<file path="config.mk">
export PLATFORM = sky130hd
export DESIGN_NAME = conv_out
export DESIGN_NICKNAME = d
export VERILOG_FILES = /design/src/conv_pkg.sv /design/src/conv_out.sv
export VERILOG_INCLUDE_DIRS = /design/src
export SDC_FILE = /design/constraint.sdc
export NUM_CORES = 1
export LEC_CHECK = 0
export BUFFER_PORTS_ARGS = -buffer_cell sky130_fd_sc_hd__buf_4
export CORE_MARGIN = 5
export CORE_UTILIZATION = 55
export CTS_CLUSTER_DIAMETER = 30
export DETAILED_ROUTE_END_ITERATION = 6
export HOLD_SLACK_MARGIN = 0.05
export PLACE_DENSITY = 0.91
export REMOVE_ABC_BUFFERS = 1
export SETUP_SLACK_MARGIN = 0.5
export SLEW_MARGIN = 15
export SYNTH_ARGS = -nofsm -noshare
export SYNTH_HDL_FRONTEND = slang
export SYNTH_SLANG_ARGS = --single-unit
</file>
<file path="constraint.sdc">
create_clock -name clk -period 7 [get_ports clk]
set_input_delay 1.05 -clock clk [delete_from_list [all_inputs] [get_ports clk]]
set_output_delay 1.05 -clock clk [all_outputs]
set_load 0.02 [all_outputs]
</file>
<file path="src/conv_defs.svh">
`default_nettype none

`ifndef CONV_DEFS_SVH
`define CONV_DEFS_SVH

`define DWIDTH  16                  // Pixel and weight width.
`define LWIDTH  6                   // Line counters and image size.
`define MAXLINE 5                   // Kernel side.
`define MAXSIZE 32                  // Longest line held in a line memory.
`define QSHIFT  8                   // Fraction bits dropped at the output.

// Full products of two pixels need 2*DWIDTH bits, five more bits absorb the sum of 25 taps.
`define PWIDTH  (2*`DWIDTH+5)

`define NTAPS   (`MAXLINE*`MAXLINE) // Window elements.

`endif

`default_nettype wire

</file>
<file path="src/conv_pkg.sv">
`include "conv_defs.svh"
`default_nettype none

package conv_pkg;

  typedef enum logic [1:0] {
    S_WAIT,
    S_CHARGE,
    S_ACTIVE
  } lb_state_e;

  typedef logic signed [`DWIDTH-1:0] pixel_t;
  typedef logic signed [`DWIDTH-1:0] weight_t;
  typedef logic signed [`PWIDTH-1:0] psum_t;

  // Row-major, element 0 is the top left.
  typedef struct packed {
    pixel_t [`NTAPS-1:0] px;
  } window_t;

  typedef struct packed {
    psum_t               bias;
    weight_t [`NTAPS-1:0] w;
  } kernel_t;

  typedef struct packed {
    logic               valid;
    psum_t [`NTAPS-1:0] p;
  } prod_t;

  typedef struct packed {
    logic  valid;
    psum_t sum;
  } acc_t;

endpackage

`default_nettype wire

</file>
<file path="src/conv_out.sv">
`include "conv_defs.svh"
`default_nettype none

module conv_out (
  input  wire                  clk,
  input  wire                  xrst,
  input  wire conv_pkg::acc_t  acc,
  input  wire conv_pkg::psum_t bias,
  output logic                 out_valid,
  output conv_pkg::pixel_t     out_data
);

  conv_pkg::psum_t  biased;
  conv_pkg::psum_t  shifted;
  conv_pkg::pixel_t pix_max;
  conv_pkg::psum_t  wide_max;

  assign biased   = acc.sum + bias;
  assign shifted  = biased >>> `QSHIFT; // Arithmetic, drops the fraction.
  assign pix_max  = {1'b0, {(`DWIDTH-1){1'b1}}};
  assign wide_max = pix_max;

  always_ff @(posedge clk) begin
    if (!xrst) begin
      out_valid <= 1'b0;
      out_data  <= '0;
    end else begin
      out_valid <= acc.valid;
      if (shifted[`PWIDTH-1]) begin
        out_data <= '0; // ReLU.
      end else if (shifted > wide_max) begin
        out_data <= pix_max;
      end else begin
        out_data <= shifted[`DWIDTH-1:0];
      end
    end
  end

endmodule

`default_nettype wire

</file>
## Word-level counts from Yosys, hierarchy flattened

Cells that the tools add are included.

- Flip-flop bits (word level): 17
- Output and inout bits: 17

- Add/subtract/negate cells: 1
- Order comparisons: 1
- Multiplexer cells: 1
- Bitwise logic cells: 1
- Reductions and logical operators: 2

Operators by type and width:

| kind | count |
|---|---|
| $add 37x37->37 | 1 |
| $gt 29x16->1 const B | 1 |
| $mux 15 | 1 |
| $reduce_or 3->1 | 1 |
| $reduce_or 2->1 | 1 |
| $not 1->1 | 1 |

## Logic depth before layout (Yosys ltp)

- Depth after elaboration: 3
- Gate-level depth with buffers: 12
- Gate-level depth less buffers: 10

## Least setup slack after synthesis

OpenSTA, ideal clock, no wires.

- Path type: input to register
- From: input acc[8] in the netlist's numbering
- To: register out_data[14]
- Arrival time: 3.622 ns
- Path slack: 3.232 ns
- Cell stages on the path: 11
- Path buffers: 1
- Cell sequence: ha_1 a21oi_2 o211ai_1 a221oi_2 a211oi_1 or3_1 a2111o_1 a211o_1 nor4_4 buf_6 a31oi_1

- Longest elaborated chain between the ends: 3
- Elaborated cells on any way between the ends: 4
- Classes of those cells: 1 x add/sub; 1 x order compare; 1 x mux; 1 x reduce/logical

Ends and longest elaborated chain:

| item | line | source |
|---|---|---|
| from (decl) | conv_out.sv:7 | `input wire conv_pkg::acc_t acc,` |
| $add 37x37->37 * | conv_out.sv:18 | `assign biased = acc.sum + bias;` |
| $gt 29x16->1 | conv_out.sv:31 | `end else if (shifted > wide_max) begin` |
| $mux 15 | conv_out.sv:31 |  |
| to (signal assigned) | conv_out.sv:32 | `out_data <= pix_max;` |
| to (signal assigned) | conv_out.sv:34 | `` out_data <= shifted[`DWIDTH-1:0]; `` |
| to (decl) | conv_out.sv:10 | `output conv_pkg::pixel_t out_data` |

Mark *: on every way between the ends. The rest lies on a longest branch, timed or not.
A chain may end at the register's enable or synchronous reset.

## Worst setup path after layout

- From: input acc[8] in the netlist's numbering
- To: register out_data[10]

Same word-level chain as after synthesis.

==> impl_metrics.sql <==
INSERT INTO impl_metrics (metric_group, metric, value, unit) VALUES
('hold_path', 'holdCritStartpoint', 'acc[37]', ''),
('detailed_routing', 'route.detailed.vias_per_inst', '6.33', ''),
('detailed_routing', 'num_vias', '3038', ''),
('floorplan', 'core.rowCount', '24', ''),
('critical_path', 'crit_path_max_fanout', '15', ''),
('hold_path', 'min_delay_worst_endpoint', 'out_valid$_SDFF_PN0_', ''),
('logic_synthesis', 'synth_enable_flop_cells', '0', ''),
('grt', 'first_pass_grt_wire_length', '12000', 'um'),
('logic_synthesis', 'synth_ff_type', 'dfxtp_1', ''),
('pwr', 'power.net_switching', '185', 'uW'),
('pwr', 'power.ir.vdd_worst', '0.0000698', 'V'),
('logic_synthesis', 'yosysSeqAreaShare', '13.4', '%'),
('timing', 'final_period_minus_worst_setup_slack', '4.12', 'ns'),
('placement', 'io_buffer_count', '93', ''),
('critical_path', 'worstPathBufferInverterCount', '1', ''),
('clock_network', 'cts.sinks', '17', ''),
('pwr', 'p_int', '272', 'uW'),
('pwr', 'power.share.combinational', '61.4', '%'),
('cells_and_area', 'final_net_count', '541', ''),
('timing', 'setup_tns', '0', 'ns'),
('logic_synthesis', 'synth-seq-cells', '17', ''),
('pwr', 'total_power', '457', 'uW'),
('detailed_routing', 'first_pass_detailed_route_iteration_total', '6', ''),
('clock_network', 'cts_setup_buffers', '0', ''),
('clock_network', 'cts_hold_repair.buffers', '0', ''),
('clock_network', 'clock_tree_from_tritoncts', 'done', ''),
('pwr', 'power.leakage', '1.50', 'nW'),
('pwr', 'clock_power_share', '14.5', '%'),
('detailed_routing', 'wl_per_cell', '15.3', 'um'),
('floorplan', 'top_level_ports', '94', ''),
('critical_path', 'setup.worst_path.end_class', 'flip-flop', ''),
('detailed_routing', 'route.antenna.remaining_nets', '0', ''),
('logic_synthesis', 'post_synth_num_cell_types', '55', ''),
('cells_and_area', 'layout-drive-gt1-share', '25.0', '%'),
('detailed_routing', 'remaining_drc_errors', '0', ''),
('floorplan', 'starting_density', '57.6', '%'),
('timing', 'timing.final.setup_violations', '0', ''),
('placement', 'place_congestion', '0.997', ''),
('timing', 'max_clock_freq', '243', 'MHz'),
('critical_path', 'cp_slowest_cell', 'nor4_4', ''),
('cells_and_area', 'stdcell_area', '3280', 'um2'),
('clock_network', 'clock_tree_root_driver_cell', 'clkbuf_8', ''),
('job', 'drv.max_cap_violation_count', '0', ''),
('logic_synthesis', 'synth.cell_area', '2540', 'um2'),
('outcome', 'run_status', 'completed', ''),
('logic_synthesis', 'synthesis.instances', '347', ''),
('grt', 'grt_max_degree', '16', ''),
('clock_network', 'clockBufferDepth', '2', ''),
('logic_synthesis', 'count_of_warnings_emitted_by_yosys', '0', ''),
('clock_network', 'clkTransAtPathRegs', '0.06', 'ns'),
('timing', 'timing.final.max_slew_violations', '0', ''),
('clock_network', 'cts_inserted_buffers', '3', ''),
('placement', 'dpl-instance-area', '3240', 'um2'),
('floorplan', 'fp.dieW', '78.0', 'um'),
('clock_network', 'cts-htree-levels', '1', ''),
('floorplan', 'die-area', '6080', 'um2'),
('grt', 'grtUsageTotal', '22.5', '%'),
('grt', 'grt_pass1_vias', '2739', ''),
('floorplan', 'die_h', '78.0', 'um'),
('grt', 'overflow_left_after_global_routing', '0', ''),
('detailed_routing', 'routed_wire_length', '7350', 'um'),
('detailed_routing', 'initialDrtViolationCount', '218', ''),
('timing', 'final.period_utilization', '58.9', '%'),
('placement', 'post_dp_hpwl', '6220', 'um'),
('critical_path', 'max_stage_delay', '0.62', 'ns'),
('logic_synthesis', 'synth-async-reset-ratio', '0', '%'),
('timing', 'slew_headroom', '24.8', '%'),
('pwr', 'power_density', '139', 'nW/um2'),
('pwr', 'sw_frac_of_total', '40.5', '%'),
('clock_network', 'cts-resized-gates', '0', ''),
('pwr', 'sequential_power_share', '24.1', '%');
[cells by family after synthesis]
kind of cell	share of synthesized area, %
AOI/OAI and AO/OA	40.1
other	0.147
xor gates and xnor gates	6.89
and+or+nand+nor	17.5
DFF	13.4
muxes	0.394
buffers and inverters	4.38
adders and majority gates	17.2
[stage by stage]
step	worst slack [ns]	instances
2_1_floorplan	3.14	331
3_3_place_gp	2.75	476
3_5_place_dp	2.65	476
4_1_cts	2.88	480
5_1_grt	2.61	480
6_report	2.88	480
[worst max path at each step]
| stage | startpoint | cells after the start | slack [ns] | endpoint |
|---|---|---|---|---|
| finish | acc[8] | 11 | 2.88 | out_data[10]$_SDFF_PP0_ |
| global route | acc[19] | 11 | 2.61 | out_data[10]$_SDFF_PP0_ |
| CTS | acc[8] | 11 | 2.88 | out_data[10]$_SDFF_PP0_ |
| detailed placement | acc[8] | 11 | 2.65 | out_data[10]$_SDFF_PP0_ |
| global placement | acc[8] | 11 | 2.75 | out_data[6]$_SDFF_PP0_ |
| floorplan | acc[8] | 10 | 3.14 | out_data[0]$_SDFF_PP0_ |
[cell type report]
cell class	instances	area [um2]	share of cell area (%)
Multi-Input combinational cell	303	2090	63.7
Inverter	11	41.3	1.26
Timing Repair Buffer	93	698	21.3
Clock buffer	4	45.0	1.37
Tap cell	52	65.1	1.98
Sequential cell	17	340	10.4
[layout by cell type, fill, tap and decap left out, drive strengths merged, types with 3 or more instances in the layout]
cell / instances
buf: 93
a21oi: 41
nand2: 36
ha: 35
o21ai: 27
a31oi: 20
nor2: 19
dfxtp: 17
xnor2: 15
inv: 11
nand4: 11
a21o: 9
nor3: 8
o211ai: 7
o21bai: 7
nand3: 6
a211oi: 6
a211o: 5
xor2: 5
a21boi: 4
o31ai: 4
clkbuf: 4
o21a: 3
[cell usage after synthesis (all sizes together) (6+ instances only)]
master	number	area (um2)
o211ai	7	52.6
ha	35	438
inv	11	41.3
nand4	11	68.8
a211oi	6	50.1
a21o	9	67.6
xnor2	15	131
nand2	36	135
a21oi	41	220
nor2	19	71.3
a31oi	20	125
dfxtp	17	340
nand3	6	30.0
o21ai	27	135
clkbuf	13	48.8
nor3	8	40.0
o21bai	7	52.6
[power groups by stage]
stage	logic, mW	registers, mW	clock network (mW)
after floorplan	0.170	0.126	0
after global placement	0.270	0.112	0
after detailed placement	0.275	0.112	0
after CTS	0.276	0.110	0.0678
after global routing	0.307	0.111	0.0716
final	0.281	0.110	0.0664
[sequential cells by signal (all words and copies together), names as in the netlist]
| name | cells |
|---|---|
| out_valid | 1 |
| out_data | 16 |
[metal layers]
layer	vias to the layer above	track usage [%]	wire (um)	part of all wire (%)
met4	0	3.21	65	0.88
met5	-	0	0	0
met3	14	1.97	728	9.9
met1	1363	31.7	3150	43
met2	174	38.2	3410	46
li1	1487	-	-	-
Note: power is estimated with default switching activity, not from simulation.
