$ cat src/conv_defs.svh
`default_nettype none

`ifndef CONV_DEFS_SVH
`define CONV_DEFS_SVH

`define DWIDTH  16                  // Pixel and weight width.
`define LWIDTH  6                   // Line counters and image size.
`define MAXLINE 5                   // Kernel side.
`define MAXSIZE 32                  // Longest line held in a line memory.
`define QSHIFT  8                   // Fraction bits dropped at the output.

// Full products of two pixels need 2*DWIDTH bits, five more bits absorb the sum of 25 taps.
`define PWIDTH  (2*`DWIDTH+5)

`define NTAPS   (`MAXLINE*`MAXLINE) // Window elements.

`endif

`default_nettype wire

$ cat src/conv_pkg.sv
`include "conv_defs.svh"
`default_nettype none

package conv_pkg;

  typedef enum logic [1:0] {
    S_WAIT,
    S_CHARGE,
    S_ACTIVE
  } lb_state_e;

  typedef logic signed [`DWIDTH-1:0] pixel_t;
  typedef logic signed [`DWIDTH-1:0] weight_t;
  typedef logic signed [`PWIDTH-1:0] psum_t;

  // Row-major, element 0 is the top left.
  typedef struct packed {
    pixel_t [`NTAPS-1:0] px;
  } window_t;

  typedef struct packed {
    psum_t               bias;
    weight_t [`NTAPS-1:0] w;
  } kernel_t;

  typedef struct packed {
    logic               valid;
    psum_t [`NTAPS-1:0] p;
  } prod_t;

  typedef struct packed {
    logic  valid;
    psum_t sum;
  } acc_t;

endpackage

`default_nettype wire

$ cat src/conv_sum.sv
`include "conv_defs.svh"
`default_nettype none

module conv_sum (
  input  wire                  clk,
  input  wire                  xrst,
  input  wire conv_pkg::prod_t prod,
  output conv_pkg::acc_t       acc
);

  conv_pkg::psum_t r_lvl1 [7];
  conv_pkg::psum_t r_lvl2 [2];
  logic            r_v1;
  logic            r_v2;

  // Six groups of four products, the last tap stands alone.
  always_ff @(posedge clk) begin
    if (!xrst) begin
      r_v1 <= 1'b0;
      for (int g = 0; g < 7; g++) begin
        r_lvl1[g] <= '0;
      end
    end else begin
      r_v1 <= prod.valid;
      for (int g = 0; g < 6; g++) begin
        r_lvl1[g] <= prod.p[4*g] + prod.p[4*g+1] + prod.p[4*g+2] + prod.p[4*g+3];
      end
      r_lvl1[6] <= prod.p[`NTAPS-1];
    end
  end

  always_ff @(posedge clk) begin
    if (!xrst) begin
      r_v2      <= 1'b0;
      r_lvl2[0] <= '0;
      r_lvl2[1] <= '0;
    end else begin
      r_v2      <= r_v1;
      r_lvl2[0] <= r_lvl1[0] + r_lvl1[1] + r_lvl1[2] + r_lvl1[3];
      r_lvl2[1] <= r_lvl1[4] + r_lvl1[5] + r_lvl1[6];
    end
  end

  always_ff @(posedge clk) begin
    if (!xrst) begin
      acc <= '0;
    end else begin
      acc.valid <= r_v2;
      acc.sum   <= r_lvl2[0] + r_lvl2[1];
    end
  end

endmodule

`default_nettype wire

$ cat config.mk
export PLATFORM = sky130hd
export DESIGN_NAME = conv_sum
export DESIGN_NICKNAME = d
export VERILOG_FILES = /design/src/conv_pkg.sv /design/src/conv_sum.sv
export VERILOG_INCLUDE_DIRS = /design/src
export SDC_FILE = /design/constraint.sdc
export NUM_CORES = 2
export LEC_CHECK = 0
export ABC_AREA = 1
export BUFFER_PORTS_ARGS = -buffer_cell sky130_fd_sc_hd__buf_4
export CORE_AREA = 10 10 364 366
export CTS_CLUSTER_DIAMETER = 150
export DETAILED_ROUTE_END_ITERATION = 8
export DIE_AREA = 0 0 374 376
export HOLD_SLACK_MARGIN = 0.08
export PLACE_DENSITY = 0.67
export REMOVE_ABC_BUFFERS = 1
export SLEW_MARGIN = 30
export SYNTH_ARGS = -nofsm -noshare
export SYNTH_HDL_FRONTEND = slang
export SYNTH_SLANG_ARGS = --single-unit
$ cat constraint.sdc
create_clock -name clk -period 3.3 [get_ports clk]
set_input_delay 0.33 -clock clk [delete_from_list [all_inputs] [get_ports clk]]
set_output_delay 0.33 -clock clk [all_outputs]
set_load 0.1 [all_outputs]
Word-level counts from Yosys, hierarchy flattened
Memories as Yosys holds them, arrays and structs flattened.
Cells that the tools add are included.
{ "word_totals": {"reg_bits": 40, "ram_bits": 333, "inputBits": 928, "output_inout_bits": 38, "wordCells": 50, "mem_count": 2} }
{ "op_classes": {"n_addsub": 24, "muxes": 11, "n_bitwise": 9} }
{ "memory_table": {"columns": ["name", "depth", "word_bits", "read_ports", "rd_clocked_by_memory_dff", "wr", "line", "rtl"], "rows": [
  ["r_lvl1", 7, 37, 7, 0, 7, "conv_sum.sv:11", "conv_pkg::psum_t r_lvl1 [7];"],
  ["r_lvl2", 2, 37, 2, 0, 2, "conv_sum.sv:12", "conv_pkg::psum_t r_lvl2 [2];"]
]} }
{ "op_table": {"columns": ["operator", "count"], "rows": [
  ["$add 37x37->37", 24],
  ["$mux 37", 9],
  ["$or 1x1->1", 9],
  ["$mux 1", 2]
]} }

Logic depth before layout (Yosys ltp)
{ "logic_depth": {"depth_word": 4, "depth_mapped": 19} }

Least setup slack after synthesis
No wires, ideal clock.
{ "synth_timing": {"path_type": "input to register", "from": "input port prod[149] in the netlist's numbering", "to": "memory r_lvl1[0][70] in the netlist's numbering", "setup_time_ps": 115, "t_arrival_ps": 2781, "t_required_ps": 3185, "setup_slack_ps": 404, "stages": 18, "cell_sequence": "inv_1 -> fa_1 -> fa_1 -> inv_1 -> ha_1 -> fa_1 -> nand2_1 -> inv_1 -> nand2_1 -> nand3_2 -> nand2_1 -> nand2_1 -> nand2_1 -> nand2_2 -> nand2_1 -> nand3_1 -> nand2_1 -> nor2_1"} }
{ "synth_lines": {"columns": ["item", "line", "rtl"], "rows": [
  ["from (decl)", "conv_sum.sv:7", "input wire conv_pkg::prod_t prod,"],
  ["to (decl)", "conv_sum.sv:11", null]
]} }

==> flow_summary.json <==
{
  "die_area_mm2": 0.141,
  "grt_antenna_before_repair": 5,
  "drv.max_cap_violation_count": 0,
  "chipWidth_um": 374,
  "hold_class": "input port to flip-flop",
  "routed.top_layer": "met5",
  "synth_cell_types": 30,
  "setup.worst_path.class": "flip-flop to flip-flop",
  "crit_path_cells": "inv_1 > fa_1 > fa_1 > inv_1 > ha_1 > a21oi_1 > nand2_1 > nand2_1 > nand3_1 > a21oi_1 > nand3_1 > nand2_1 > nor2_1",
  "die_y_um": 376,
  "cts_buffers": 45,
  "async_reset_ff_share_pct": 0,
  "cts_tree": "done",
  "power.sequential.fraction_pct": 15.0,
  "wl_met2_um": 80400,
  "run_status": "complete, no violations",
  "p_int_mw": 22.0,
  "first_pass_grt_wire_length_um": 261000,
  "drv_slew": 0,
  "clock_tree.htree_level_count": 2,
  "final_layout_size_suffix_gt1_share_pct": 14.8,
  "num_rows": 130,
  "max_clock_freq_mhz": 321,
  "cpPeakStageDelay_ps": 500,
  "cell_repeated_most_along_the_worst_path": "sky130_fd_sc_hd__nand2_1",
  "seq_area_mm2": 0.00747,
  "end_kind": "flip-flop",
  "routed_wirelength_um": 171000,
  "power.ir.vdd_worst_uv": 685,
  "synthesis.yosys.warnings": 0,
  "hold_path_startpoint": "prod[259]",
  "syn-cell-area_mm2": 0.0477,
  "ys_seq_elements": 373,
  "first_global_vias": 46812,
  "flow.area_growth_from_synthesis_pct": 24.7,
  "layout_min_cycle_time_ps": 3110,
  "synth-edff-count": 0,
  "grt_start_max_net_pins": 88,
  "yosysSeqAreaShare_pct": 15.7,
  "timing.critical_path.max_delay_family": "adder cells",
  "cp_slowest_cell": "sky130_fd_sc_hd__fa_1",
  "final_nets": 10251,
  "floorplan.io_pins": 966,
  "overflow": 0,
  "worst_setup_sp_type": "flip-flop",
  "r2r_start": "r_lvl1[0][59]",
  "pwr-share-clk_pct": 10.3,
  "worstSetupStartpoint": "r_lvl1[0][59]",
  "routed_wire_length_per_instance_um": 16.9,
  "cts_num_sinks": 373,
  "power_frac_comb_pct": 74.7,
  "floorplan.initialDensity_pct": 38.1,
  "gp_congestion": 0.950,
  "timing.critical_path.arrival_ps": 3570,
  "vias_per_cell": 4.58,
  "core_area_mm2": 0.125,
  "drc": 0,
  "syn_avg_cell_area_um2": 6.47,
  "worst_pin_slew_ps": 911,
  "clk_pin_slew_ps": 60,
  "clock_tree.buffer_depth": 3,
  "area_occupied_by_multi_input_gates_mm2": 0.0316,
  "met3WireLength_um": 10800,
  "path_buf_inv": 2,
  "synthCells": 7373,
  "pwr_density_cell_mw_per_mm2": 837,
  "dr.first_iter.drc_count": 3026,
  "power_mw": 49.8,
  "p_leak_nw": 35.7,
  "finalSetupViolations": 0,
  "netSwitchingPower_mw": 27.8,
  "fin_worst_skew_ps": 15.9,
  "worstPathMaxFanout": 5,
  "dr_total_vias": 46472,
  "swShare_pct": 55.8,
  "num-fill-cells": 13071,
  "grt_usage_pct": 23.5,
  "slew_headroom_pct": 39.2,
  "mostFrequentLayoutCell": "sky130_fd_sc_hd__inv_1",
  "clock_root_buffer_master": "sky130_fd_sc_hd__clkbuf_16",
  "final_cell_mix": "2,248 x sky130_fd_sc_hd__inv_1, 1,839 x sky130_fd_sc_hd__nand2_1, 1,028 x sky130_fd_sc_hd__buf_4, 760 x sky130_fd_sc_hd__nor2_1, 541 x sky130_fd_sc_hd__fa_1",
  "io_buffer_count": 965,
  "drtAntennaViolNets": 0,
  "insertion_delay_ps": 580,
  "timing.final.crit_share_pct": 94.4,
  "timing.final.hold_violations": 0,
  "ys_dominant_reg_cell": "sky130_fd_sc_hd__dfxtp_1",
  "worst_ep_required_time_ps": 3760,
  "wl_met1_um": 77800,
  "final_tns_setup_ps": 0,
  "detailedPlacementHpwl_um": 154000,
  "1st_pass_router_iterations": 5
}
==> per-layer routing <==
layer  global-route usage [%]  vias up
met4                     3.37        2
met1                     31.8    21438
met5                        0        -
met3                     3.77       98
met2                     40.1     1286
li1                         -    23648
==> what timing repair did <==
action / 4_1_cts / 5_1_grt
endpoints found under the hold margin: 39 / 0
setup buffers: 0 / 0
hold buffers: 39 / 0
gates resized for setup: 0 / 21
endpoints found under the setup margin: 0 / 17
==> cells in the mapped netlist (23+ instances only) <==
library cell,instances,area share (%)
sky130_fd_sc_hd__a21oi_1,478,5.0
sky130_fd_sc_hd__nand3_2,42,0.88
sky130_fd_sc_hd__dfxtp_1,373,16
sky130_fd_sc_hd__o21ai_0,251,2.6
sky130_fd_sc_hd__nand3_1,224,2.4
sky130_fd_sc_hd__clkbuf_1,23,0.18
sky130_fd_sc_hd__o21bai_1,29,0.46
sky130_fd_sc_hd__nand2_2,40,0.52
sky130_fd_sc_hd__nor3_1,41,0.43
sky130_fd_sc_hd__ha_1,323,8.5
sky130_fd_sc_hd__nor2_1,763,6.0
sky130_fd_sc_hd__inv_1,2251,18
sky130_fd_sc_hd__nand2_1,1843,15
sky130_fd_sc_hd__fa_1,542,23
==> layout make-up <==
type | instances | area share, %
clock inverters | 22 | 0.423
well taps | 1650 | 3.47
diodes | 1 | 0.00421
repair buffers | 1079 | 14.0
inverters | 2252 | 14.2
clock buffers | 58 | 2.11
multi-input cells | 4707 | 53.2
flip-flops and latches | 373 | 12.6
==> flip-flops by register name, summed over array words and instances (netlist names) <==
| register | count |
|---|---|
| r_lvl1 | 259 |
| r_lvl2 | 74 |
| acc | 38 |
| r_v1 | 1 |
| r_v2 | 1 |
==> worst reg2reg max path: stages (launching register included) <==
cell and delay, ps:
sky130_fd_sc_hd__dfxtp_1 370, sky130_fd_sc_hd__inv_1 150, sky130_fd_sc_hd__fa_1 500, sky130_fd_sc_hd__fa_1 500, sky130_fd_sc_hd__inv_1 50, sky130_fd_sc_hd__ha_1 360, sky130_fd_sc_hd__a21oi_1 290, sky130_fd_sc_hd__nand2_1 120
sky130_fd_sc_hd__nand2_1 90, sky130_fd_sc_hd__nand3_1 160, sky130_fd_sc_hd__a21oi_1 230, sky130_fd_sc_hd__nand3_1 100, sky130_fd_sc_hd__nand2_1 60, sky130_fd_sc_hd__nor2_1 40
==> power by group through the flow <==
stage	Clock [mW]	Combinational (mW)	Sequential, mW
final	5.11	37.2	7.47
after CTS	5.22	36.9	7.46
after global routing	5.38	42.1	7.58
after global placement	0	36.4	7.53
after detailed placement	0	36.6	7.53
after floorplan	0	23.9	7.97
==> final timing paths <==
kind	end	slack, ps	depth (start not counted)
max reg2reg	r_lvl2[0][35]	190	13
max	r_lvl2[0][35]	190	13
min	r_lvl1[0][37]	110	4
min reg2reg	acc[37]	420	2
==> cell families (layout without fill, tap and decap cells) <==
kind of cell / after synthesis / count (layout) / share of synthesized area [%]
compound gates: 806 / 806 / 8.90
xor+xnor: 44 / 44 / 0.808
fa+ha+maj: 865 / 865 / 31.2
buf+inv: 2293 / 3411 / 18.1
flops: 373 / 373 / 15.7
other cells: 0 / 1 / 0
simple gates: 2992 / 2992 / 25.3
==> through the flow <==
| stage | utilization, % | worst slack [ps] | area [um^2] | instances | hold WS, ps |
|---|---|---|---|---|---|
| 2_1_floorplan | - | 404 | 47500 | 7332 | 390 |
| 3_3_place_gp | 46.0 | -114 | 57500 | 10022 | 398 |
| 3_5_place_dp | 46.0 | -57.0 | 57500 | 10022 | 410 |
| 4_1_cts | 47.5 | 93.7 | 59400 | 10141 | 94.5 |
| 5_1_grt | 47.5 | -1.80 | 59500 | 10141 | 125 |
| 6_report | 47.5 | 186 | 59500 | 10142 | 109 |
Note: power is estimated with default switching activity, not from simulation.
