[src/conv_defs.svh]
`default_nettype none

`ifndef CONV_DEFS_SVH
`define CONV_DEFS_SVH

`define DWIDTH  16                  // Pixel and weight width.
`define LWIDTH  6                   // Line counters and image size.
`define MAXLINE 5                   // Kernel side.
`define MAXSIZE 32                  // Longest line held in a line memory.
`define QSHIFT  8                   // Fraction bits dropped at the output.

// Full products of two pixels need 2*DWIDTH bits, five more bits absorb the sum of 25 taps.
`define PWIDTH  (2*`DWIDTH+5)

`define NTAPS   (`MAXLINE*`MAXLINE) // Window elements.

`endif

`default_nettype wire

[src/conv_pkg.sv]
`include "conv_defs.svh"
`default_nettype none

package conv_pkg;

  typedef enum logic [1:0] {
    S_WAIT,
    S_CHARGE,
    S_ACTIVE
  } lb_state_e;

  typedef logic signed [`DWIDTH-1:0] pixel_t;
  typedef logic signed [`DWIDTH-1:0] weight_t;
  typedef logic signed [`PWIDTH-1:0] psum_t;

  // Row-major, element 0 is the top left.
  typedef struct packed {
    pixel_t [`NTAPS-1:0] px;
  } window_t;

  typedef struct packed {
    psum_t               bias;
    weight_t [`NTAPS-1:0] w;
  } kernel_t;

  typedef struct packed {
    logic               valid;
    psum_t [`NTAPS-1:0] p;
  } prod_t;

  typedef struct packed {
    logic  valid;
    psum_t sum;
  } acc_t;

endpackage

`default_nettype wire

[src/filter_store.sv]
`include "conv_defs.svh"
`default_nettype none

module filter_store (
  input  wire                clk,
  input  wire                xrst,
  input  wire                wt_we,
  input  wire [4:0]          wt_addr,
  input  wire [`PWIDTH-1:0]  wt_data,
  output conv_pkg::kernel_t  kernel
);

  logic is_weight;
  logic is_bias;

  assign is_weight = wt_addr < 5'd25;  // Taps 0 to 24, row-major.
  assign is_bias   = wt_addr == 5'd25;

  always_ff @(posedge clk) begin
    if (!xrst) begin
      kernel <= '0;
    end else if (wt_we) begin
      if (is_weight) begin
        kernel.w[wt_addr] <= wt_data[`DWIDTH-1:0];
      end else if (is_bias) begin
        kernel.bias <= wt_data;  // Bias keeps the full accumulator width.
      end
    end
  end

endmodule

`default_nettype wire

[config.mk]
export PLATFORM = sky130hd
export DESIGN_NAME = filter_store
export DESIGN_NICKNAME = d
export VERILOG_FILES = /design/src/conv_pkg.sv /design/src/filter_store.sv
export VERILOG_INCLUDE_DIRS = /design/src
export SDC_FILE = /design/constraint.sdc
export NUM_CORES = 1
export LEC_CHECK = 0
export ABC_AREA = 1
export BUFFER_PORTS_ARGS = -buffer_cell sky130_fd_sc_hd__buf_2
export CAP_MARGIN = 25
export CORE_MARGIN = 5
export CORE_UTILIZATION = 37
export CTS_CLUSTER_DIAMETER = 60
export DETAILED_ROUTE_END_ITERATION = 6
export PLACE_DENSITY = 0.56
export SETUP_SLACK_MARGIN = 0.15
export SLEW_MARGIN = 15
export SYNTH_ARGS = -nofsm -noshare
export SYNTH_HDL_FRONTEND = slang
export SYNTH_SLANG_ARGS = --single-unit
[constraint.sdc]
create_clock -name clk -period 2.7 [get_ports clk]
set_clock_uncertainty 0.05 [all_clocks]
set_input_delay 0.405 -clock clk [delete_from_list [all_inputs] [get_ports clk]]
set_output_delay 0.405 -clock clk [all_outputs]
set_load 0.01 [all_outputs]
# Word level (Yosys, flattened, before mapping)
# Cells that the tools add are included.
[classes]
n_lt_le_gt_ge = 3
n_eq_ne = 1
mux = 3
bitwise = 1
reduce_logical = 3
[ops]
columns = ["op", "count"]
rows = [
  ["$bwmux W400", 1],
  ["$demux W16 S5", 1],
  ["$mux W16", 1],
  ["$lt A5 B6 Y1 const B", 1],
  ["$eq A5 B5 Y1 const B", 1],
  ["$ge A5 B1 Y1 const B", 1],
  ["$lt A5 B5 Y1 const B", 1],
  ["$reduce_and A3 Y1", 1],
  ["$reduce_and A2 Y1", 1],
  ["$logic_and A1 B1 Y1", 1],
  ["$not A1 Y1", 1],
]
[totals]
register_bits = 437
input_bits = 45
out_inout_bits = 437

# Longest topological paths before layout
# Gate-level depths: netlist of the first run.
[logic_depth]
ltp_word = 5
mapped_depth = 9

# Worst setup path before layout of the first run
# OpenSTA, ideal clock, no wires.
[synth_path]
kind = "input -> register"
from = "input wt_we"
to = "register kernel[309] (netlist name)"
setup_time_ns = 0.113
t_arrival_ns = 1.500
required_ns = 2.537
slack_ns = 1.037
stages = 7
n_path_buf = 4
path_cell_list = "buf_4 > buf_2 > clkbuf_1 > clkbuf_1 > nand4_1 > nand2_1 > nor2_1"
[synth_via]
elab_chain_cells = 1
[synth_rtl]
columns = ["element", "line", "text"]
rows = [
  ["start, declared", "filter_store.sv:7", "input wire wt_we,"],
  ["$reduce_and A2 Y1 (no source line)", "--", ""],
  ["end, declared", "filter_store.sv:10", "output conv_pkg::kernel_t kernel"],
]
# Every way passes these cells.
# A chain may end at the register's enable or synchronous reset.

# Worst setup path in the final report of the first run
[layout_path]
from = "input wt_addr[0]"
to = "register kernel[310] (netlist name)"
[layout_via]
elab_chain_cells = 5
[layout_rtl]
columns = ["element", "line", "text"]
rows = [
  ["start, declared", "filter_store.sv:8", "input wire [4:0] wt_addr,"],
  ["$lt A5 B6 Y1 / $ge A5 B1 Y1 (equally long branches)", "filter_store.sv:24", "kernel.w[wt_addr] <= wt_data[`DWIDTH-1:0];"],
  ["$logic_and A1 B1 Y1", "filter_store.sv:24", ""],
  ["$mux W16", "filter_store.sv:24", ""],
  ["$demux W16 S5", "filter_store.sv:24", ""],
  ["$bwmux W400", "filter_store.sv:24", ""],
]
# Several ways; a longest one is shown, not always the timed one.

==> flow_summary.json, run 1 <==
{
  "reg_top3": "kernel: 437 flops",
  "die_h_um": 231,
  "worstReg2RegEnd": "kernel[211]",
  "whs_path_depth": 3,
  "synth_enable_flop_cells": 0,
  "place.gp.congestion": 0.819,
  "rows": 81,
  "grt.met1_usage_pct": 32.3,
  "grt_busiest_layer": "met2",
  "critPathKind": "input port to register",
  "hold_start": "wt_data[19]",
  "hpwlAfterDp_um": 44000,
  "crit_arrival_ps": 2110,
  "routed_wl_um": 67500,
  "end_kind": "register",
  "seq_area_frac_synth_pct": 48.3,
  "yosys.area.top_type": "dfxtp_1",
  "ant_nets": 0,
  "core_area_mm2": 0.0486,
  "wire_per_inst_um": 18.6,
  "power_frac_clock_pct": 46.7,
  "cts.reportedPaths.clkPinSlew_ps": 60,
  "slew_headroom_pct": 54.9,
  "grt_max_degree": 110,
  "vias": 17809,
  "setup-violations-final": 0,
  "n_antenna_cell": 0,
  "drv_slew": 0,
  "start_util_pct": 37.2,
  "total_power_uw": 14300,
  "syn_area_per_cell_um2": 7.03,
  "final_nets": 3015,
  "grt_setup_unrepaired": "no",
  "async_reset_ff_share_pct": 0,
  "setup_tns_ps": 0,
  "worstPathRequired_ps": 3160,
  "r2r_slack_ps": 1920,
  "cts_buffers": 50,
  "gr-usage-all-layers_pct": 24.0,
  "r2r_cells": 4,
  "htree_levels": 2,
  "fin_crit_sh_pct": 61.1,
  "cts_tree": "done",
  "cp-start-kind": "input port",
  "synth_nets": 2621,
  "tightestPinTransition_ps": 677,
  "portBuffers": 481,
  "die_x_um": 231,
  "clock_path_buffers": 3,
  "hold_violations": 0,
  "yosys_warnings": 0,
  "avgViaCountPerCell": 4.91,
  "fmax_mhz": 606,
  "areaGrowthSynthToFinish_pct": 25.2,
  "synthFlopType": "dfxtp_1",
  "cts_root_buf": "clkbuf_16",
  "yosys-top-cells-area": "dfxtp_1 (48%), nor2_1 (14%), nand2_1 (10%)",
  "status": "finished clean",
  "min_period_ps": 1650,
  "mostFrequentLayoutCell": "nor2_1",
  "syn-cell-area_mm2": 0.0181,
  "die_area_mm2": 0.0535,
  "boundaryPins": 482,
  "power-per-cell-area_mw_per_mm2": 631,
  "p_int_uw": 10800,
  "drtIter0Drc": 1576,
  "drt-pass1-iter-count": 6,
  "power_frac_comb_pct": 7.3,
  "ctsResizeCount": 0,
  "grt_first_pass_wirelength_um": 101000,
  "layout_common_cells": "nor2_1 (658), nand2_1 (494), buf_2 (479)",
  "cap_viol_max_count": 0,
  "insertion_delay_ps": 570,
  "clock-sinks": 437,
  "synthCells": 2576,
  "grt_util_met3_pct": 6.13,
  "p_sw_share_pct": 24.8,
  "globalRouteMet2Util_pct": 38.5,
  "worstHoldPathType": "input port to register",
  "seqPwrFrac_pct": 45.9,
  "synthDistinctLibCells": 20,
  "synth_top_area_share_pct": 48.3,
  "ys_ff_latch": 437,
  "rr_startpoint": "kernel[211]",
  "cp_max_fo": 29,
  "power.leakage_uw": 0.0114,
  "p_sw_uw": 3540,
  "regMostFlops": "kernel",
  "gr-total-overflow": 0,
  "drive_gt1_share_pct": 22.2,
  "drc": 0,
  "antenna_found_initial": 2,
  "ir_drop_mv": 0.468,
  "largest_reg_flops": 437,
  "grt_pass1_vias": 16389,
  "hold-path-endpoint": "kernel[419]"
}
==> through the flow <==
step	util [%]	setup WS, ps	cell area [µm²]	instances	hold WS, ps
finish	46.6	1050	22700	3628	38.5
global route	46.6	879	22700	3628	22.4
CTS	46.6	1060	22700	3628	1.88
detailed placement	43.2	460	21000	3539	416
global placement	43.2	490	21000	3539	408
floorplan	-	1040	18100	2576	458
==> layout make-up <==
type                            instances  area [µm²]
Inverter                              278        1040
Clock inverter                          8        55.1
Sequential cell                       437        8750
Multi-Input combinational cell       1650        7400
Clock buffer                           80        1570
Timing Repair Buffer                  553        3070
Fill cell                            4972       26000
Tap cell                              622         778
==> synth_stat cells, types with 7 or more instances <==
cell      instances
buf_1            28
nand2_1         494
nor2_8           10
buf_4            13
nor2_1          662
o21ai_0          97
buf_2            58
nand4_1         289
dfxtp_1         437
clkbuf_1        111
inv_1           274
a21oi_1          64
nand3_1           7
nor2_2           14
==> per-layer routing <==
metal  routed length [µm]  share of wire [%]
met2                30800                 46
met4                 1740                2.6
met1                29300                 43
met5                    7              0.010
met3                 5660                8.4
==> power by group through the flow <==
stage	combinational [µW]	sequential, µW	clock, µW
floorplan	580	6740	0
global placement	1030	6710	0
detailed placement	1040	6710	0
CTS	1040	6570	6810
global route	1140	6570	7080
finish	1050	6570	6680
==> worst max-delay path, stage by stage <==
cell     delay [ps]
buf_2           130
nor2_1          160
nand2_1         190
nand2_8         250
nand2_4         360
nor2_2          180
buf_4           240
nor2_1           70
nor2_1          100
==> cell families (layout without fill, tap and decap cells) <==
family	count (synthesis)	in the layout	synth area share (%)
buffers and inverters	489	919	10.9
flip-flops	437	437	48.3
AND/OR/NAND/NOR	1485	1485	36.2
AO/OA/AOI/OAI	165	165	4.56
==> how the worst max path moves through the flow <==
| stage | from | end | cells after the start |
|---|---|---|---|
| 3_5_place_dp | wt_addr[0] | kernel[310] | 9 |
| 5_1_grt | wt_addr[0] | kernel[346] | 9 |
| 2_1_floorplan | wt_we | kernel[309] | 7 |
| 4_1_cts | kernel[365] | kernel[365] | 1 |
| 3_3_place_gp | wt_addr[0] | kernel[304] | 9 |
| 6_report | wt_addr[0] | kernel[310] | 9 |
==> what timing repair did <==
action	4_1_cts	5_1_grt
hold buffers	1	0
endpoints found under the setup margin	0	0
buffers inserted	0	0
endpoints found under the hold margin	1	0
No activity file was read; power rests on OpenSTA's default activity.
==> inputs of run 2 (changes only) <==
- clock period: 2.7 -> 1.6 ns (I/O delays scaled with it)
==> run 2 against run 1 <==
Clock power grew 74%. Largest cell class unchanged. Sequential cell count is the same. Hold slack gained 80 ps. Sequential power grew 69%. Power grew 73%. Non-clock buffer count grew 90. Global-route usage grew 0.067 points. Die area is the same. The run now ends with design-rule violations left. Combinational power grew 94%.
==> flow_summary.json, run 2 (synthesized netlist as in run 1, its figures left out) <==
{
  "layout_common_cells": "nor2_1 (658), nand2_1 (494), buf_2 (479)",
  "drt-pass1-iter-count": 7,
  "cts.reportedPaths.clkPinSlew_ps": 60,
  "violations": "design-rule violations",
  "drv_slew": 0,
  "path_cells": "buf_2",
  "clock_path_buffers": 3,
  "n_antenna_cell": 0,
  "drtIter0Drc": 1386,
  "wire_per_inst_um": 18.1,
  "worstPathRequired_ps": 1310,
  "gr-total-overflow": 0,
  "crit_path_end": "kernel[226]",
  "power-per-cell-area_mw_per_mm2": 1030,
  "die_h_um": 231,
  "cpMaxStageDelayCell": "dfxtp_1",
  "total_power_uw": 24800,
  "min_period_ps": 1400,
  "fillers": 4863,
  "final_nets": 3104,
  "drive_gt1_share_pct": 23.7,
  "cts_buffers": 49,
  "htree_levels": 2,
  "place.gp.congestion": 0.821,
  "place_area_mm2": 0.0220,
  "worstHoldPathType": "input port to register",
  "end_kind": "primary output",
  "fin_crit_sh_pct": 87.8,
  "insertion_delay_ps": 580,
  "mostFrequentLayoutCell": "nor2_1",
  "start_util_pct": 37.2,
  "die_area_mm2": 0.0535,
  "regMostFlops": "kernel",
  "setup-violations-final": 0,
  "routed_wl_um": 67100,
  "ant_nets": 0,
  "critPathKind": "register to primary output",
  "cp_max_fo": 2,
  "cts_tree": "done",
  "hpwlAfterDp_um": 44400,
  "vias": 18307,
  "path_buf_inv": 1,
  "tightestPinTransition_ps": 652,
  "die_x_um": 231,
  "fin_area_mm2": 0.0241,
  "slew_headroom_pct": 56.5,
  "fmax_mhz": 712,
  "cts_root_buf": "clkbuf_16",
  "antenna_found_initial": 3,
  "r2r_slack_ps": 860,
  "max_stage_delay_ps": 380,
  "grt_max_degree": 85,
  "status": "complete, but fails checks",
  "gr-usage-all-layers_pct": 24.0,
  "cp-start-kind": "register",
  "grt_first_pass_wirelength_um": 101000,
  "avgViaCountPerCell": 4.93,
  "power.leakage_uw": 0.0121,
  "portBuffers": 481,
  "drc": 4,
  "hold_violations": 0,
  "crit_arrival_ps": 1110,
  "r2r_cells": 2,
  "grt_pass1_vias": 17160,
  "hold_ws_ps": 119,
  "ir_drop_mv": 0.790,
  "core_area_mm2": 0.0486,
  "boundaryPins": 482,
  "clock-sinks": 437,
  "critPathLaunch": "kernel[226]",
  "largest_reg_flops": 437,
  "cap_viol_max_count": 0,
  "reg_top3": "kernel: 437 flops",
  "rr_startpoint": "kernel[395]",
  "areaGrowthSynthToFinish_pct": 33.0,
  "worstReg2RegEnd": "kernel[395]",
  "critical_path_depth": 1,
  "crit_family": "flip-flops",
  "grt_setup_unrepaired": "no",
  "rows": 81,
  "cts_setup_buffers": 0
}
[run 2: cell types whose count changed in the layout (fill, tap and decap cells not counted), moves of 5 or more]
cell / previous run / this run
dlygate4sd3_1: 1 / 37
buf_12: 8 / 56
dfxtp_2: 0 / 11
buf_4: 63 / 69
bufinv_16: 0 / 5
dfxtp_1: 437 / 426
[run 2: what timing repair did]
action / CTS / global route
endpoints found under the hold margin: 82 / 0
hold buffers: 37 / 0
endpoints found under the setup margin: 6 / 5
pin swaps: 0 / 0
resized for setup: 6 / 5
[run 2: worst min path at each step]
stage                      startpoint          end  slack (ps)  depth (start not counted)
after floorplan            wt_data[0]  kernel[192]         320                          2
after global placement    kernel[434]  kernel[434]         410                          2
after detailed placement  kernel[285]  kernel[285]         420                          2
after CTS                        xrst  kernel[319]          90                          4
after global routing             xrst  kernel[366]         110                          4
final                            xrst  kernel[366]         120                          4
[run 2: report_power, final]
part           switching, µW  internal, µW
Combinational           1350           692
Clock                   4540          7100
Sequential              72.9         11000
[run 2: layer usage]
metal  vias to the layer above  global-route usage [%]  share of wire [%]
met5                         -                       0              0.030
met4                         2                    9.21                4.1
met3                       160                    6.48                8.4
met2                       695                    37.9                 45
met1                      8388                    31.6                 43
li1                       9062                       -                  -
[run 2: cell type report]
class | count | area [µm²] | area share [%]
Sequential cell | 437 | 8760 | 36.4
Clock inverter | 13 | 203 | 0.841
Multi-Input combinational cell | 1650 | 7400 | 30.7
Timing Repair Buffer | 643 | 4440 | 18.4
Clock buffer | 71 | 1460 | 6.07
Tap cell | 622 | 778 | 3.23
Inverter | 278 | 1040 | 4.33
[run 2: per-stage QoR]
stage	worst slack, ps	std cells	setup TNS, ps	utilization [%]
6_report	196	3714	0	49.5
5_1_grt	151	3714	0	49.5
4_1_cts	153	3714	0	49.5
3_5_place_dp	-197	3593	-56530	45.3
3_3_place_gp	-160	3593	-42080	45.3
2_1_floorplan	102	2576	0	-
