`src/conv_defs.svh`:
```
`default_nettype none

`ifndef CONV_DEFS_SVH
`define CONV_DEFS_SVH

`define DWIDTH  16                  // Pixel and weight width.
`define LWIDTH  6                   // Line counters and image size.
`define MAXLINE 5                   // Kernel side.
`define MAXSIZE 32                  // Longest line held in a line memory.
`define QSHIFT  8                   // Fraction bits dropped at the output.

// Full products of two pixels need 2*DWIDTH bits, five more bits absorb the sum of 25 taps.
`define PWIDTH  (2*`DWIDTH+5)

`define NTAPS   (`MAXLINE*`MAXLINE) // Window elements.

`endif

`default_nettype wire

```
`src/conv_pkg.sv`:
```
`include "conv_defs.svh"
`default_nettype none

package conv_pkg;

  typedef enum logic [1:0] {
    S_WAIT,
    S_CHARGE,
    S_ACTIVE
  } lb_state_e;

  typedef logic signed [`DWIDTH-1:0] pixel_t;
  typedef logic signed [`DWIDTH-1:0] weight_t;
  typedef logic signed [`PWIDTH-1:0] psum_t;

  // Row-major, element 0 is the top left.
  typedef struct packed {
    pixel_t [`NTAPS-1:0] px;
  } window_t;

  typedef struct packed {
    psum_t               bias;
    weight_t [`NTAPS-1:0] w;
  } kernel_t;

  typedef struct packed {
    logic               valid;
    psum_t [`NTAPS-1:0] p;
  } prod_t;

  typedef struct packed {
    logic  valid;
    psum_t sum;
  } acc_t;

endpackage

`default_nettype wire

```
`src/linebuf.sv`:
```
`include "conv_defs.svh"
`default_nettype none

module linebuf (
  input  wire                   clk,
  input  wire                   xrst,
  input  wire                   buf_en,
  input  wire [`LWIDTH-1:0]     img_size,
  input  wire conv_pkg::pixel_t buf_input,
  output logic                  busy,
  output conv_pkg::window_t     window,
  output logic                  win_valid
);

  conv_pkg::lb_state_e r_state;
  logic [`LWIDTH-1:0]  r_addr_count;
  logic [`LWIDTH-1:0]  r_line_count;
  logic [2:0]          r_mem_count;
  logic [2:0]          r_drain;

  // Control aligned with the registered memory read.
  logic                r_rd_act;
  logic [2:0]          r_rd_sel;
  logic [`LWIDTH-1:0]  r_rd_col;
  logic [`LWIDTH-1:0]  r_rd_line;

  logic                streaming;
  logic                last_col;
  logic                charge_end;
  logic                active_end;
  logic [`MAXLINE:0]   mem_we;
  conv_pkg::pixel_t    read_mem [`MAXLINE+1];

  // Memory that holds window row 'row' while line 'sel' is written.
  function automatic logic [2:0] row_mem(input logic [2:0] sel, input int row);
    logic [3:0] idx;
    idx = {1'b0, sel} + 4'(row + 1);
    if (idx > 4'd5) begin
      idx = idx - 4'd6;
    end
    return idx[2:0];
  endfunction

  assign streaming  = r_state != conv_pkg::S_WAIT;
  assign last_col   = r_addr_count == img_size - 1'b1;
  assign charge_end = r_line_count == `MAXLINE - 1 && last_col;
  assign active_end = r_line_count == img_size && last_col; // One flush line past the image.
  assign busy       = streaming || r_drain != 3'd0;

  always_ff @(posedge clk) begin
    if (!xrst) begin
      r_state <= conv_pkg::S_WAIT;
    end else begin
      case (r_state)
        conv_pkg::S_WAIT:   if (buf_en && !busy) r_state <= conv_pkg::S_CHARGE;
        conv_pkg::S_CHARGE: if (charge_end) r_state <= conv_pkg::S_ACTIVE;
        conv_pkg::S_ACTIVE: if (active_end) r_state <= conv_pkg::S_WAIT;
        default:            r_state <= conv_pkg::S_WAIT;
      endcase
    end
  end

  // Keeps busy up until the last window has left the arithmetic stages.
  always_ff @(posedge clk) begin
    if (!xrst) begin
      r_drain <= '0;
    end else if (r_state == conv_pkg::S_ACTIVE && active_end) begin
      r_drain <= 3'd7; // Two window cycles plus five pipeline cycles.
    end else if (r_drain != 3'd0) begin
      r_drain <= r_drain - 1'b1;
    end
  end

  always_ff @(posedge clk) begin
    if (!xrst) begin
      r_addr_count <= '0;
      r_line_count <= '0;
      r_mem_count  <= '0;
    end else if (!streaming) begin
      r_addr_count <= '0;
      r_line_count <= '0;
      r_mem_count  <= '0;
    end else if (last_col) begin
      r_addr_count <= '0;
      r_line_count <= r_line_count + 1'b1;
      if (r_mem_count == `MAXLINE) begin
        r_mem_count <= '0; // Six memories used round-robin.
      end else begin
        r_mem_count <= r_mem_count + 1'b1;
      end
    end else begin
      r_addr_count <= r_addr_count + 1'b1;
    end
  end

  always_ff @(posedge clk) begin
    if (!xrst) begin
      r_rd_act  <= 1'b0;
      r_rd_sel  <= '0;
      r_rd_col  <= '0;
      r_rd_line <= '0;
      win_valid <= 1'b0;
    end else begin
      r_rd_act  <= streaming;
      r_rd_sel  <= r_mem_count;
      r_rd_col  <= r_addr_count;
      r_rd_line <= r_line_count;
      // Rows L-5 to L-1 are read during line L, so L starts at five.
      win_valid <= r_rd_act && r_rd_line >= `MAXLINE && r_rd_col >= `MAXLINE - 1;
    end
  end

  // Column 4 takes the fresh read, the others shift left.
  always_ff @(posedge clk) begin
    if (!xrst) begin
      window <= '0;
    end else begin
      for (int i = 0; i < `MAXLINE; i++) begin
        for (int j = 0; j < `MAXLINE - 1; j++) begin
          window.px[`MAXLINE*i+j] <= window.px[`MAXLINE*i+j+1];
        end
        window.px[`MAXLINE*i+`MAXLINE-1] <= read_mem[row_mem(r_rd_sel, i)];
      end
    end
  end

  for (genvar m = 0; m <= `MAXLINE; m++) begin : g_line
    assign mem_we[m] = streaming && r_mem_count == 3'(m);

    mem_sp u_mem (
      .clk        (clk),
      .mem_we     (mem_we[m]),
      .mem_addr   (r_addr_count),
      .write_data (buf_input),
      .read_data  (read_mem[m])
    );
  end

endmodule

`default_nettype wire

```
`src/mem_sp.sv`:
```
`include "conv_defs.svh"
`default_nettype none

module mem_sp (
  input  wire                   clk,
  input  wire                   mem_we,
  input  wire [`LWIDTH-1:0]     mem_addr,
  input  wire conv_pkg::pixel_t write_data,
  output conv_pkg::pixel_t      read_data
);

  conv_pkg::pixel_t             mem [`MAXSIZE];
  logic [$clog2(`MAXSIZE)-1:0]  addr;

  assign addr = mem_addr[$clog2(`MAXSIZE)-1:0]; // Image size never exceeds MAXSIZE.

  always_ff @(posedge clk) begin
    if (mem_we) begin
      mem[addr] <= write_data;
    end
    read_data <= mem[addr]; // Returns the old word on a same-address write.
  end

endmodule

`default_nettype wire

```
`config.mk`:
```
export PLATFORM = sky130hd
export DESIGN_NAME = linebuf
export DESIGN_NICKNAME = d
export VERILOG_FILES = /design/src/conv_pkg.sv /design/src/linebuf.sv /design/src/mem_sp.sv
export VERILOG_INCLUDE_DIRS = /design/src
export SDC_FILE = /design/constraint.sdc
export NUM_CORES = 2
export LEC_CHECK = 0
export BUFFER_PORTS_ARGS = -buffer_cell sky130_fd_sc_hd__buf_4
export CAP_MARGIN = 10
export CORE_UTILIZATION = 35
export CTS_BUF_LIST = sky130_fd_sc_hd__clkbuf_8
export DETAILED_ROUTE_END_ITERATION = 7
export GPL_TIMING_DRIVEN = 1
export PLACE_DENSITY = 0.61
export REMOVE_ABC_BUFFERS = 1
export SLEW_MARGIN = 20
export SYNTH_ARGS = -nofsm -noshare
export SYNTH_HDL_FRONTEND = slang
export SYNTH_SLANG_ARGS = --single-unit
```
`constraint.sdc`:
```
create_clock -name clk -period 4.4 [get_ports clk]
set_clock_uncertainty 0.05 [all_clocks]
set_input_delay 0 -clock clk [delete_from_list [all_inputs] [get_ports clk]]
set_output_delay 0 -clock clk [all_outputs]
set_load 0.02 [all_outputs]
```
======== Yosys cells after proc, flatten, opt, wreduce, memory -nomap -nowiden ========
Memory sizes are Yosys's and may differ from the RTL's. A register that Yosys moved wholly into a read port is not among the register bits.
Cells that the tools add are included.
cells by class
  mux-type cells .......................... 44
  reduce and logical (&&, ||, !) cells .... 22
  eq/ne operators ......................... 13
  bitwise gates (word level) .............. 7
  order comparisons ....................... 12
  add/subtract/negate cells ............... 15
operators by type and width
  cell                   count
  $bmux W16 S3           5
  $mux W16               10
  $mux W3                13
  $ge A4 B4 Y1 const B   5
  $gt A4 B3 Y1 const B   5
  $not A3 Y4             5
  $sub A3 B3 Y3 const B  5
  $add A6 B1 Y6 const B  2
  $eq A6 B6 Y1           2
  $ge A6 B3 Y1 const B   2
  $logic_and A1 B1 Y1    12
  $mux W1                12
  $add A3 B2 Y4 const B  2
  $add A3 B3 Y4 const B  2
  $eq A3 B2 Y1 const B   2
  $eq A3 B3 Y1 const B   2
  $eq A6 B3 Y1 const B   1
  $mux W2                3
  $ne A2 B2 Y1 const B   3
  $pmux W2 S3            1
  $sub A6 B1 Y6 const B  1
  $add A3 B1 Y4 const B  1
  $reduce_bool A2 Y1     2
  $add A3 B1 Y3 const B  1
  other kinds (13)       14
storage, ports and cells
  memories kept ........................... 6
  output and inout port bits .............. 402
  flip-flop bits (word level) ............. 437
  input bits .............................. 25
  word-level logic and storage cells ...... 154
  RAM bits ................................ 3072
memories
  name                 words  bits a word  read ports  clocked after memory_dff  write ports  RTL line      text
  g_line[0].u_mem.mem  32     16           1           1                         1            mem_sp.sv:12  conv_pkg::pixel_t mem [`MAXSIZE];
  g_line[1].u_mem.mem  32     16           1           1                         1            mem_sp.sv:12
  g_line[2].u_mem.mem  32     16           1           1                         1            mem_sp.sv:12
  g_line[3].u_mem.mem  32     16           1           1                         1            mem_sp.sv:12
  g_line[4].u_mem.mem  32     16           1           1                         1            mem_sp.sv:12
  g_line[5].u_mem.mem  32     16           1           1                         1            mem_sp.sv:12

======== Logic depth before layout (Yosys ltp) ========
  depth in word-level cells ............... 8
  mapped depth ............................ 13
  gate-level depth less buffers ........... 7

======== Hierarchy ========
Synthesis repeated with hierarchy kept, for this count alone.
second synthesis, totals
  cell total of the unflattened synthesis .. 7924
  area, all modules ....................... 135832.8 um2
modules (own cells, without submodules)
  module                        times used  seq. area each (um2)  area an instance (um2)  cells each
  mem_sp (g_line[1].u_mem ...)  5           15695.1               20049.2                 1086
  mem_sp (g_line[0].u_mem)      1           15695.1               20096.8                 1086
  linebuf                       1           8708.4                15489.9                 1408

======== Worst setup path before layout ========
OpenSTA, ideal clock, no wires.
  path kind ............................... reg2reg
  start ................................... register r_rd_sel[0]
  end ..................................... register window[388] (netlist bit)
  path buffers ............................ 6
  library setup time ...................... 0.137 ns
  cell stages (with the launch flop) ...... 14
  data required time ...................... 4.213 ns
  data arrival time ....................... 2.841 ns
  clock period less this slack ............ 3.028 ns
  setup slack ............................. 1.372 ns
  cells stage by stage .................... dfxtp_1 -> buf_4 -> buf_1 -> buf_2 -> inv_1 -> ha_1 -> buf_2 -> and4b_1 -> o21ai_0 -> o31a_1 -> or2_1 -> clkbuf_1 -> clkbuf_1 -> o22ai_1
on the way
  word-level cells in the longest chain between the ends .. 8
  elaborated cells on any way between the ends .. 9
  those cells by class .................... add/sub: 2; order compare: 1; mux: 5; bitwise: 1
RTL lines
  what                                           RTL line                      text
  from (decl)                                    linebuf.sv:23                 logic [2:0] r_rd_sel;
  from (signal assigned)                         linebuf.sv:105                r_rd_sel <= r_mem_count;
  $add A3 B3 Y4 *                                linebuf.sv:37                 idx = {1'b0, sel} + 4'(row + 1);
  $gt A4 B3 Y1 or $sub A3 B3 Y3 (tied branches)  linebuf.sv:38, linebuf.sv:39
  $mux W3 *                                      linebuf.sv:38                 if (idx > 4'd5) begin
  $mux W3 *                                      linebuf.sv:115                if (!xrst) begin
  $not A3 Y4 (not written as such) *             linebuf.sv:122                window.px[`MAXLINE*i+`MAXLINE-1] <= read_mem[row_mem(r_rd_sel, i)];
  $bmux W16 S3 *                                 linebuf.sv:122
  $mux W16 (not written as such) * (2 in a row)  linebuf.sv:122
  to (decl)                                      linebuf.sv:11                 output conv_pkg::window_t window,
Every way passes the cells marked *; elsewhere a longest branch is shown, timed or not. The select of a mux whose other input is x is not followed.
A chain may end at the register's enable or synchronous reset.

======== Final worst setup path ========
  start ................................... register r_addr_count[0]
  end ..................................... register r_state[1]
on the way
  word-level cells in the longest chain between the ends .. 4
  elaborated cells on any way between the ends .. 6
  those cells by class .................... eq/ne: 3; reduce/logical: 3
RTL lines
  what                                           RTL line                      text
  from (decl)                                    linebuf.sv:16                 logic [`LWIDTH-1:0] r_addr_count;
  from (signal assigned)                         linebuf.sv:92                 r_addr_count <= r_addr_count + 1'b1;
  $eq A6 B6 Y1 *                                 linebuf.sv:45                 assign last_col = r_addr_count == img_size - 1'b1;
  $logic_and A1 B1 Y1, on equally long branches  linebuf.sv:47, linebuf.sv:46
  $ne A2 B2 Y1 (no source line)                  n/a
  $reduce_and A3 Y1 (no source line) *           n/a
  to (signal assigned)                           linebuf.sv:52                 r_state <= conv_pkg::S_WAIT;
  to (signal assigned)                           linebuf.sv:55                 conv_pkg::S_WAIT: if (buf_en && !busy) r_state <= conv_pkg::S_CHARGE;
  to (signal assigned)                           linebuf.sv:56                 conv_pkg::S_CHARGE: if (charge_end) r_state <= conv_pkg::S_ACTIVE;
  to (decl)                                      linebuf.sv:15                 conv_pkg::lb_state_e r_state;
Every way passes the cells marked *; elsewhere a longest branch is shown, timed or not.

==> impl_metrics.ini <==
[run_status]
status = finished clean

[synthesis]
ys_warn_count = 0
synth.distinct_cells = 50
synth_ff_type = edfxtp_1
avgSynthCellArea_sq_um = 21.1
syn_inst = 6267
yosysTopAreaCell = edfxtp_1
ys_ff_latch = 3603
synth_edf_count = 3072
synth_top_area_share_pct = 69.8
synthTopCellsByArea = edfxtp_1 (70%), mux4_2 (14%), dfxtp_1 (8.0%), a22oi_1 (2.3%), and2_1 (1.6%)
syn-cell-area_sq_mm = 0.132
yosysSeqAreaShare_pct = 77.8
synthArstFlopShare_pct = 0

[routing]
vias = 68800
dr.pass1.iters = 6
drt_iter0_drc = 8248
wire_per_inst_microns = 30.4
ant_nets = 0
drc = 0
viasPerCell = 5.38
postRouteWirelength_mm = 389

[clocking]
clock_latency_ns = 1.20
holdBufCountCts = 70
cts_max_level = 6
cts_root_buffer = clkbuf_8
cts_setup_buffers = 0
cts.sinks = 3603
cts_resized = 0
clock_tree.buffer_depth = 4
clk_pin_slew_ns = 0.06
cts-buffers-inserted = 570
cts_tree = built

[sta]
slew_violations = 0
fin_ws_ns = 0.571
min_period_ns = 3.83
hold_viol = 0
fin_crit_sh_pct = 87.0
rsz0062_at_grt = no
clock.fmax_mhz = 261
tightest_slew_ns = 1.25
slew_headroom_pct = 16.5
setup_viol = 0
tns_ns = 0

[power_and_ir_drop]
power.share.combinational_pct = 6.9
p_leak_nw = 49.9
p_clk_share_pct = 38.7
p_int_mw = 53.2
p_sw_share_pct = 23.8
ir_worst_vdd_mv = 0.257
p_seq_share_pct = 54.3
switchingPower_mw = 16.6
powerDensity_mw_per_mm2 = 450

[placement]
hpwl_mm = 242
gp_congestion = 0.896
dp_slack_ns = 1.08
portBuffers = 426

[global_route]
grt_pass1_wl_mm = 540
grt_usage_pct = 20.0
grt_max_degree = 192
grt_overflow = 0
grt_pass1_vias = 69100
antenna_found_initial = 34

[finish]
finalNetCount = 7352
area_growth_pct = 17.3
n_fill_cell = 32900
drive_gt1_share_pct = 31.3

[die]
die_w_microns = 617
dieArea_sq_mm = 0.380
core-area_sq_mm = 0.376
initial_core_util_pct = 35.2
io_pins = 427
num_rows = 225
die_y_microns = 617

[job]
max_cap_viol_count = 0

[worst_hold_path]
hp-start = buf_input[8]
hold_path.class = input port to flip-flop

[setup_path]
end_kind = flip-flop
startpoint = r_addr_count[0]
worstReg2RegStart = r_addr_count[0]
crit_type = flip-flop to flip-flop
required_ns = 5.40
cp_data_arrival_time_ns = 4.83
startpoint_type = flip-flop
crit_fanout = 23
[kinds of logic (layout without fill, tap and decap cells)]
| group | count (synthesis) | after routing | synth area share (%) |
|---|---|---|---|
| adder cells (fa/ha/maj) | 17 | 17 | 0.161 |
| other | 0 | 27 | 0 |
| AO/OA/AOI/OAI | 503 | 503 | 2.77 |
| multiplexers | 912 | 912 | 14.5 |
| flip-flops | 3603 | 3603 | 77.8 |
| buffers and inverters | 386 | 1887 | 1.20 |
| XOR/XNOR | 27 | 27 | 0.190 |
| AND/OR/NAND/NOR | 819 | 819 | 3.36 |
[per-layer routing]
| metal | global-route usage, % | share of wire [%] | vias up |
|---|---|---|---|
| li1 | - | - | 28000 |
| met1 | 26.0 | 38 | 36500 |
| met2 | 32.6 | 48 | 3690 |
| met3 | 4.20 | 9.1 | 647 |
| met4 | 8.57 | 4.7 | 2 |
| met5 | 0 | 0.0033 | - |
[cell usage in the layout, fill, tap and decap left out, types with 6 or more instances in the layout]
| cell type | count |
|---|---|
| dlygate4sd3_1 | 65 |
| o22ai_1 | 45 |
| diode_2 | 27 |
| dfxtp_1 | 528 |
| bufinv_16 | 13 |
| a21oi_1 | 15 |
| xor2_1 | 7 |
| ha_1 | 16 |
| buf_6 | 16 |
| clkinv_1 | 85 |
| nor3_1 | 6 |
| inv_1 | 251 |
| nand3_1 | 28 |
| a22oi_1 | 401 |
| clkinv_2 | 37 |
| nor2_2 | 58 |
| buf_12 | 37 |
| nand2b_1 | 19 |
| clkinvlp_4 | 12 |
| buf_4 | 717 |
| clkbuf_8 | 618 |
| mux2_2 | 64 |
| xnor2_1 | 17 |
| nor2b_1 | 21 |
| and2_1 | 334 |
| inv_6 | 16 |
| nand2_1 | 62 |
| mux2i_1 | 48 |
| a21boi_0 | 18 |
| o21ai_0 | 7 |
| mux4_2 | 800 |
| nand4_1 | 100 |
| or4_1 | 6 |
| nor2_1 | 153 |
| edfxtp_1 | 3072 |
[stage by stage]
step	area, sq um	hold slack [ns]	instances	utilization (%)	power [mW]
final	155000	0.0306	12800	41.3	69.8
after global routing	155000	0.0417	12800	41.3	72.0
after CTS	155000	0.00485	12800	41.2	70.4
after detailed placement	143000	0.196	11700	38.2	43.5
after global placement	143000	0.193	11700	38.2	43.4
after floorplan	131000	0.0489	5898	-	41.6
[critical path: stages (launching register included)]
cell and delay [ns]:
dfxtp_4 0.72, buf_12 0.32, xnor2_1 0.09, nor2_1 0.13, nand4_1 0.60, nor4_1 0.50
dlygate4sd3_1 0.61, o21ai_1 0.08, dlygate4sd3_1 0.56
[area by class of cell]
type,count,area [sq um],share of cell area [%]
clock buffers,618,8510,5.48
inverters,17,63.8,0.0411
flip-flops and latches,3603,103000,66.3
well taps,4994,6250,4.03
diodes,27,67.6,0.0436
clock inverters,412,2220,1.43
repair buffers,840,7080,4.57
multi-input cells,2278,28000,18.1
[power groups by stage]
stage | Clock, mW | Combinational (mW) | Sequential [mW]
after floorplan | 0 | 3.16 | 38.5
after global placement | 0 | 4.74 | 38.7
after detailed placement | 0 | 4.79 | 38.7
after CTS | 27.6 | 4.89 | 37.9
after global routing | 29.0 | 5.11 | 37.9
final | 27.0 | 4.83 | 37.9
[worst paths after layout]
| kind | cells after the start | to | slack [ns] |
|---|---|---|---|
| min reg2reg | 1 | window[110] | 0.40 |
| max reg2reg | 8 | r_state[1] | 0.57 |
| min | 3 | g_line[1].u_mem.mem[12][8] | 0.03 |
| max | 8 | r_state[1] | 0.57 |
[sequential cells by signal (all words and copies together), names as in the netlist]
signal / flops
g_line.u_mem.mem: 3072
window: 400
g_line.u_mem.read_data: 96
r_addr_count: 6
r_line_count: 6
r_rd_line: 6
r_rd_col: 4
r_drain: 3
r_mem_count: 3
r_rd_sel: 3
r_state: 2
r_rd_act: 1
win_valid: 1
[cells in the mapped netlist, types with 3 or more instances]
| cell type | n |
|---|---|
| edfxtp_1 | 3072 |
| mux4_2 | 800 |
| dfxtp_1 | 531 |
| a22oi_1 | 401 |
| and2_1 | 334 |
| clkbuf_1 | 230 |
| nor2_1 | 212 |
| buf_2 | 102 |
| nand4_1 | 100 |
| mux2_2 | 64 |
| nand2_1 | 63 |
| mux2i_1 | 48 |
| o22ai_1 | 45 |
| buf_1 | 34 |
| nand3_1 | 30 |
| nor2b_1 | 21 |
| a21boi_0 | 19 |
| nand2b_1 | 19 |
| xnor2_1 | 18 |
| ha_1 | 17 |
| inv_1 | 17 |
| a21oi_1 | 15 |
| nor3b_1 | 8 |
| nor3_1 | 7 |
| o21ai_0 | 7 |
| xor2_1 | 7 |
| or4_1 | 6 |
| o31ai_1 | 5 |
| and3_1 | 4 |
| o21ai_1 | 4 |
| o31a_1 | 3 |
No activity file was read; power rests on OpenSTA's default activity.
